<file path="src/design/pipePayloadPkg.sv">
/*
 * record types carried between the pipeline stages
 * and the RISC-V opcode constants used by the decoder
 */
`default_nettype none

package pipePayloadPkg;

	// register index and opcode field types
	typedef logic [4:0] regAddrT;
	typedef logic [6:0] opcodeT;

	// major opcodes the backbone cares about
	localparam opcodeT OpLoad   = 7'b0000011;
	localparam opcodeT OpStore  = 7'b0100011;
	localparam opcodeT OpBranch = 7'b1100011;

	// IF/ID payload, straight from the fetch unit
	// pred and taken come with the fetched branch
	typedef struct packed {
		logic        valid;
		logic [31:0] pc;
		logic [31:0] instn;
		logic        pred;
		logic        taken;
	} fetchRec;

	// ID/EX payload, fetch fields plus decoded fields
	typedef struct packed {
		logic        valid;
		logic [31:0] pc;
		logic [31:0] instn;
		logic        pred;
		logic        taken;
		regAddrT     rs1;
		regAddrT     rs2;
		// zero when the instruction writes no register
		regAddrT     rd;
		logic        isLoad;
		logic        isStore;
		logic        isBranch;
	} execRec;

	// EX/MEM and MEM/WB payload
	typedef struct packed {
		logic        valid;
		logic [31:0] pc;
		logic [31:0] instn;
		regAddrT     rd;
		logic        isLoad;
		logic        isStore;
	} memRec;

endpackage : pipePayloadPkg

`default_nettype wire

</file>
<file path="src/design/pipeCtrlPkg.sv">
/*
 * hazard controller state type, wait counter width
 * and fixed stage-control levels
 */
`default_nettype none

package pipeCtrlPkg;

	// Run is normal flow, MemWait freezes the front for a memory access
	typedef enum logic {
		Run     = 1'b0,
		MemWait = 1'b1
	} ctrlState;

	// wait counter width, covers latencies 0 to 15
	localparam int LatWidth = 4;

	// levels for stage lines that no hazard ever drives
	localparam logic NoStall = 1'b0;
	localparam logic NoFlush = 1'b0;

endpackage : pipeCtrlPkg

`default_nettype wire

</file>
<file path="src/design/stageCtrlIf.sv">
/*
 * per-stage enable and clear lines with controller and stage views
 */
`timescale 1ns/1ps
`default_nettype none

interface stageCtrlIf;

	// stall lines are active-low enables, 1 holds the stage
	// stallF also serves as the fetch hold level
	logic stallF;
	logic stallD;
	logic flushD;
	logic stallE;
	logic flushE;
	logic stallM;
	logic flushW;

	// hazard controller drives every line
	modport ctrl (
		output stallF, stallD, flushD, stallE, flushE, stallM, flushW
	);

	// stage registers and fetch side only listen
	modport stages (
		input stallF, stallD, flushD, stallE, flushE, stallM, flushW
	);

endinterface : stageCtrlIf

`default_nettype wire

</file>
<file path="src/design/stageReg.sv">
/*
 * one pipeline stage register for any payload type,
 * active-low enable (stall) and synchronous clear (flush)
 */
`timescale 1ns/1ps
`default_nettype none

module stageReg #(
	parameter type payloadT = logic
) (
	input  logic    clk,
	input  logic    reset,
	input  logic    stall,
	input  logic    flush,
	input  payloadT d,
	output payloadT q
);

	// clear wins over enable
	// a zero record is a bubble since valid is cleared too
	always_ff @(posedge clk or negedge reset) begin
		if (!reset) begin
			q <= '0;
		end else if (flush) begin
			q <= '0;
		end else if (!stall) begin
			// enable low, take the next record
			q <= d;
		end
	end

endmodule : stageReg

`default_nettype wire

</file>
<file path="src/design/instrFieldDecode.sv">
/*
 * register field slicing and load/store/branch classification
 * between the IF/ID output and the ID/EX input
 */
`timescale 1ns/1ps
`default_nettype none

module instrFieldDecode import pipePayloadPkg::*; (
	input  fetchRec inRec,
	output execRec  outRec
);

	opcodeT opcode;
	logic   load;
	logic   store;
	logic   branch;

	assign opcode = inRec.instn[6:0];

	// class flags only mean something for a valid record
	assign load   = inRec.valid & (opcode == OpLoad);
	assign store  = inRec.valid & (opcode == OpStore);
	assign branch = inRec.valid & (opcode == OpBranch);

	always_comb begin
		// fetch fields pass on unchanged
		outRec.valid    = inRec.valid;
		outRec.pc       = inRec.pc;
		outRec.instn    = inRec.instn;
		outRec.pred     = inRec.pred;
		outRec.taken    = inRec.taken;
		// standard R/I/S/B field positions
		outRec.rs1      = inRec.instn[19:15];
		outRec.rs2      = inRec.instn[24:20];
		// stores and branches write nothing, so rd reads as x0
		// and the load-use compare never matches them
		outRec.rd       = (store | branch) ? '0 : inRec.instn[11:7];
		outRec.isLoad   = load;
		outRec.isStore  = store;
		outRec.isBranch = branch;
	end

endmodule : instrFieldDecode

`default_nettype wire

</file>
<file path="src/design/memWaitTimer.sv">
/*
 * down counter that times one memory access,
 * busy while counting and a done pulse on the last cycle
 */
`timescale 1ns/1ps
`default_nettype none

module memWaitTimer import pipeCtrlPkg::*; #(
	parameter int MemLatency = 2
) (
	input  logic clk,
	input  logic reset,
	input  logic start,
	output logic busy,
	output logic done
);

	logic [LatWidth-1:0] count;

	// load the latency on start, then count down to zero
	always_ff @(posedge clk or negedge reset) begin
		if (!reset) begin
			count <= '0;
		end else if (start) begin
			count <= LatWidth'(MemLatency);
		end else if (count != '0) begin
			count <= count - 1'b1;
		end
	end

	// a latency of zero never raises busy
	assign busy = (count != '0);

	// last counted cycle
	assign done = (count == LatWidth'(1));

endmodule : memWaitTimer

`default_nettype wire

</file>
<file path="src/design/hazardControl.sv">
/*
 * Run/MemWait controller for load-use bubbles, memory waits
 * and branch mispredict flushes with fetch redirect
 */
`timescale 1ns/1ps
`default_nettype none

module hazardControl import pipePayloadPkg::*, pipeCtrlPkg::*; (
	input  logic                  clk,
	input  logic                  reset,
	input  execRec                decRec,
	input  execRec                exRec,
	input  pipePayloadPkg::memRec memRec,
	input  logic                  timerBusy,
	input  logic                  timerDone,
	output logic                  timerStart,
	output logic                  redirect,
	stageCtrlIf.ctrl              ctl
);

	ctrlState state;
	ctrlState nextState;
	logic     memAccessE;
	logic     memAccessM;
	logic     memHold;
	logic     loadUse;
	logic     mispredict;

	// memory accesses in E (about to enter MEM) and in MEM
	assign memAccessE = exRec.valid & (exRec.isLoad | exRec.isStore);
	assign memAccessM = memRec.valid & (memRec.isLoad | memRec.isStore);

	// the access in MEM is held for as long as the timer runs
	assign memHold = (state == MemWait) & timerBusy & memAccessM;

	// timer starts on the edge where the access lands in EX/MEM
	assign timerStart = memAccessE & ~memHold;

	// D reads a register that the load in E has not produced yet
	assign loadUse = exRec.valid & exRec.isLoad & (exRec.rd != '0) & decRec.valid
		& ((decRec.rs1 == exRec.rd) | (decRec.rs2 == exRec.rd));

	// branch in E resolved against its prediction
	assign mispredict = exRec.valid & exRec.isBranch & (exRec.taken != exRec.pred);

	// memory wait first, then load-use, then redirect
	// redirect only fires once the branch is free to move
	assign redirect = mispredict & ~memHold;

	always_comb begin
		// front of the pipe holds during a wait or a load-use bubble
		ctl.stallF = memHold | (loadUse & ~memHold);
		ctl.stallD = memHold | (loadUse & ~memHold);
		// drop the entry fetch presents during a redirect
		ctl.flushD = redirect;
		ctl.stallE = memHold;
		// bubble into ID/EX, or kill the wrong-path entry in D
		ctl.flushE = ~memHold & (loadUse | mispredict);
		ctl.stallM = memHold;
		// nothing leaves MEM while waiting
		ctl.flushW = memHold;
	end

	// state follows the timer; a zero latency passes straight through
	always_comb begin
		nextState = state;
		if (timerStart) begin
			nextState = MemWait;
		end else if ((state == MemWait) & (timerDone | ~timerBusy)) begin
			nextState = Run;
		end
	end

	always_ff @(posedge clk or negedge reset) begin
		if (!reset) begin
			state <= Run;
		end else begin
			state <= nextState;
		end
	end

endmodule : hazardControl

`default_nettype wire

</file>
<file path="src/design/pipeBackbone.sv">
/*
 * five-stage pipeline register backbone, fetch input to retire output,
 * with stage registers, decode, memory wait timer and hazard controller
 */
`timescale 1ns/1ps
`default_nettype none

module pipeBackbone import pipePayloadPkg::*, pipeCtrlPkg::*; #(
	parameter int MemLatency = 2
) (
	input  logic        clk,
	input  logic        reset,
	input  logic        fetchValid,
	input  logic [31:0] fetchPc,
	input  logic [31:0] fetchInstn,
	input  logic        fetchPred,
	input  logic        fetchTaken,
	output logic        fetchHold,
	output logic        redirect,
	output logic        retireValid,
	output logic [31:0] retirePc,
	output logic [31:0] retireInstn
);

	fetchRec fetchIn;
	fetchRec ifIdQ;
	execRec  decOut;
	execRec  idExQ;
	memRec   exMemD;
	memRec   exMemQ;
	memRec   memWbQ;
	logic    timerStart;
	logic    timerBusy;
	logic    timerDone;

	stageCtrlIf ctl ();

	// fetch entry as presented by the outside fetch unit
	assign fetchIn = '{valid: fetchValid, pc: fetchPc, instn: fetchInstn,
		pred: fetchPred, taken: fetchTaken};

	// fetch holds its entry whenever IF/ID is frozen
	assign fetchHold = ctl.stallF;

	stageReg #(.payloadT(fetchRec)) ifIdReg (
		.clk(clk), .reset(reset),
		.stall(ctl.stallD), .flush(ctl.flushD),
		.d(fetchIn), .q(ifIdQ)
	);

	instrFieldDecode decode (
		.inRec(ifIdQ), .outRec(decOut)
	);

	stageReg #(.payloadT(execRec)) idExReg (
		.clk(clk), .reset(reset),
		.stall(ctl.stallE), .flush(ctl.flushE),
		.d(decOut), .q(idExQ)
	);

	// branch flags are spent in E, only the memory view goes on
	assign exMemD = '{valid: idExQ.valid, pc: idExQ.pc, instn: idExQ.instn,
		rd: idExQ.rd, isLoad: idExQ.isLoad, isStore: idExQ.isStore};

	// EX/MEM is never cleared, only held
	stageReg #(.payloadT(memRec)) exMemReg (
		.clk(clk), .reset(reset),
		.stall(ctl.stallM), .flush(NoFlush),
		.d(exMemD), .q(exMemQ)
	);

	// MEM/WB always advances, bubbles come from its clear
	stageReg #(.payloadT(memRec)) memWbReg (
		.clk(clk), .reset(reset),
		.stall(NoStall), .flush(ctl.flushW),
		.d(exMemQ), .q(memWbQ)
	);

	memWaitTimer #(.MemLatency(MemLatency)) memTimer (
		.clk(clk), .reset(reset),
		.start(timerStart), .busy(timerBusy), .done(timerDone)
	);

	hazardControl hazard (
		.clk(clk), .reset(reset),
		.decRec(decOut), .exRec(idExQ), .memRec(exMemQ),
		.timerBusy(timerBusy), .timerDone(timerDone),
		.timerStart(timerStart), .redirect(redirect),
		.ctl(ctl.ctrl)
	);

	// retire stream straight off MEM/WB
	assign retireValid = memWbQ.valid;
	assign retirePc    = memWbQ.pc;
	assign retireInstn = memWbQ.instn;

endmodule : pipeBackbone

`default_nettype wire

</file>
<file path="config.mk">
export PLATFORM = sky130hd
export DESIGN_NAME = pipeBackbone
export DESIGN_NICKNAME = d
export VERILOG_FILES = /design/src/design/pipePayloadPkg.sv /design/src/design/pipeCtrlPkg.sv /design/src/design/stageCtrlIf.sv /design/src/design/stageReg.sv /design/src/design/instrFieldDecode.sv /design/src/design/memWaitTimer.sv /design/src/design/hazardControl.sv /design/src/design/pipeBackbone.sv
export SDC_FILE = /design/constraint.sdc
export NUM_CORES = 1
export LEC_CHECK = 0
export BUFFER_PORTS_ARGS = -buffer_cell sky130_fd_sc_hd__buf_2
export CAP_MARGIN = 10
export CELL_PAD_IN_SITES_DETAIL_PLACEMENT = 0
export CELL_PAD_IN_SITES_GLOBAL_PLACEMENT = 2
export CORE_AREA = 2 2 175 177
export CTS_CLUSTER_DIAMETER = 40
export DETAILED_ROUTE_END_ITERATION = 8
export DIE_AREA = 0 0 177 179
export GPL_ROUTABILITY_DRIVEN = 0
export PLACE_DENSITY_LB_ADDON = 0.2
export SLEW_MARGIN = 25
export SYNTH_ARGS = -nofsm -noshare
export SYNTH_HDL_FRONTEND = slang
export SYNTH_SLANG_ARGS = --single-unit
</file>
<file path="constraint.sdc">
create_clock -name clk -period 3.3 [get_ports clk]
set_input_delay 0.495 -clock clk [delete_from_list [all_inputs] [get_ports clk]]
set_output_delay 0.495 -clock clk [all_outputs]
set_load 0.01 [all_outputs]
</file>
==> run_results.csv <==
group,metric,value,unit
routing,drt-initial-drc-count,383,
routing,first_pass_iters,4,
cts,cts-buffers-inserted,42,
floorplanning,die_h,179,um
worst_setup_path,cp.required,2.80,ns
cts,clock_sinks,279,
cts,path_clk_slew,0.05,ns
placement,dp_cells,1436,
placement,hpwl,12500,um
worst_setup_path,end_kind,"output port",
timing,setup_ws,0.307,ns
yosys,ys_ff_latch,279,
pwr,p_leak,6.13,nW
timing,hold_slack,-0.00185,ns
yosys,syn_nets,1026,
yosys,ys_warn_count,0,
yosys,synthDistinctLibCells,31,
timing,timing.final.crit_share,90.7,%
cts,post-cts-setup-buffers,0,
global_route,grt_busiest_layer,"met2",
worst_setup_path,path_class,"flop to output port",
final_layout,num-nets-final,1156,
global_route,grt_pass1_wl,37700,um
cts,htree_levels,2,
global_route,use_met3,3.05,%
cts,clockBufferDepth,3,
final_layout,n_fill_cell,2942,
yosys,yosys.area.top_type,"dfrtp_1",
placement,place_area,11500,um2
timing,timing.slew.headroom,36.1,%
yosys,syn_area_per_cell,10.8,um2
routing,routed_wl,22700,um
timing,final-setup-viol-count,0,
final_layout,n_antenna_cell,0,
final_layout,seqCellArea,6980,um2
timing,fin_skew,0.0151,ns
floorplanning,io_pins,136,
cts,cts_tree,"done",
timing,slew_violations,0,
timing,period_minus_slack,2.99,ns
status,status,"finished with violations",
flow_run,drv_cap,0,
final_layout,multiInputGateArea,3120,um2
global_route,grtUsageMet1,21.2,%
global_route,grt_overflow,0,
final_layout,design_area,13000,um2
timing,rsz0062_at_grt,"no",
routing,wire_per_inst,15.0,um
worst_setup_path,arrival,2.50,ns
min_path,hold_path.class,"input port to async pin",
cts,insertion_delay,0.52,ns
cts,clock-root-buffer,"clkbuf_16",
worst_setup_path,ff2ff_path_depth,8,
placement,pre_cts_ws,0.635,ns
cts,ctsResizeCount,0,
final_layout,drive_above_1_share,20.1,%
pwr,power,8.85,mW
yosys,synth_top_area_share,67.5,%
cts,cts_hold_buf,0,
pwr,p_per_area,683,nW/um2
routing,via_per_inst,4.50,
pwr,max-vdd-ir-drop,0.000287,V
timing,finalHoldViolations,2,
timing,max_slew.worst_pin.slew,0.958,ns
global_route,grt_max_degree,181,
placement,portBuffers,135,
floorplanning,rows,64,
yosys,yosysSeqAreaShare,67.5,%
routing,vias,6802,
global_route,grt_pass1_vias,6945,
routing,ant_nets,0,
floorplanning,fp.dieW,177,um
global_route,antenna_found_initial,0,
floorplanning,initial_utilization,34.5,%
global_route,use_met2,23.2,%
yosys,syn-cell-area,10300,um2
yosys,synthTopCellsByArea,"dfrtp_1 67%, nand2_1 13%, a22o_1 5.8%",
worst_setup_path,cp-start-kind,"flop",
final_layout,final_core_util,43.1,%
yosys,synthCells,954,
worst_setup_path,path_max_fanout,14,
routing,drcViolationCount,0,
timing,setup-tns-final,0,ns
global_route,grtUsageTotal,15.0,%
status,violations,"hold timing",
final_layout,instances_no_fill,1511,
timing,clock.fmax,0.334,GHz
floorplanning,dieArea,31700,um2
floorplanning,fp.coreArea,30000,um2
final_layout,area_delta_synth_final,25.2,%
[critical path, cell delays in order (launching register included)]
cell	delay (ns)
dfrtp_1	0.41
inv_1	0.10
ha_1	0.20
or3b_4	0.44
and3_4	0.22
o21a_4	0.19
nor2_1	0.23
buf_2	0.19
[final cells by class]
type,instances,area share [%]
flip-flops and latches,279,53.9
repair buffers,146,6.51
multi-input cells,612,24.1
clock inverters,18,2.02
inverters,3,0.0869
clock buffers,57,9.58
well taps,396,3.82
[layout by cell type (no fill, tap or decap), types with 5 or more instances in the layout]
cell	netlist	final
xnor2_1	11	11
nor2_1	8	8
buf_4	0	5
bufinv_16	0	6
clkbuf_16	0	45
and2_1	66	66
nand3_1	6	6
clkbuf_1	47	5
a22o_1	69	69
o21ai_0	77	77
clkbuf_8	0	7
nand2_1	350	350
buf_2	5	134
buf_12	0	6
dfrtp_1	279	279
clkinv_2	0	5
[registers in the layout, indices dropped and copies added, names as in the netlist]
name            count
exMemReg.q         67
ifIdReg.q          67
memTimer.count      4
hazard.state        1
idExReg.q          75
memWbReg.q         65
[worst paths after layout]
path	startpoint	endpoint	slack (ns)
setup / recovery	memTimer.count[0]	redirect	0.31
min in group clk	fetchPc[25]	ifIdReg.q[59]	0.20
hold reg to reg	exMemReg.q[33]	exMemReg.q[33]	0.45
hold / removal	reset	exMemReg.q[19]	-0.002
max in group asynchronous	reset	memTimer.count[2]	2.46
setup reg to reg	memTimer.count[0]	idExReg.q[1]	0.55
[synth_stat cells, drive strengths merged]
| library cell | n |
|---|---|
| mux2 | 1 |
| nor4b | 1 |
| o2111ai | 1 |
| and3 | 2 |
| or3 | 1 |
| dfrtp | 279 |
| nand2 | 350 |
| and2 | 66 |
| nand2b | 2 |
| nor3 | 2 |
| a21bo | 1 |
| o21ai | 77 |
| buf | 13 |
| o21a | 1 |
| nor2 | 8 |
| ha | 3 |
| inv | 3 |
| a21oi | 3 |
| o22ai | 1 |
| clkbuf | 47 |
| or3b | 1 |
| a21boi | 1 |
| a31o | 1 |
| a22o | 69 |
| nand3 | 6 |
| xnor2 | 11 |
| xor2 | 1 |
| o31ai | 2 |
[report_power, final]
| part | switching (mW) | internal (mW) | total (mW) |
|---|---|---|---|
| sequential | 0.121 | 3.63 | 3.75 |
| combinational | 0.243 | 0.219 | 0.462 |
| clock | 1.54 | 3.10 | 4.64 |
[cell families (layout without fill, tap and decap cells)]
kind of cell    count (synthesis)  count (layout)  share of synthesized area (%)
flops                         279             279                           67.5
xor+xnor                       12              12                           1.02
mux                             1               1                          0.109
fa+ha+maj                       3               3                          0.363
buf+inv                        63             224                           2.64
compound gates                157             157                           10.5
simple gates                  439             439                           17.9
[metal layers]
| layer | wire, um | share of wire [%] |
|---|---|---|
| met5 | 0 | 0 |
| met4 | 554 | 2.4 |
| met3 | 1050 | 4.6 |
| met2 | 10300 | 45 |
| met1 | 10800 | 48 |
Note: power is estimated with default switching activity, not from simulation.
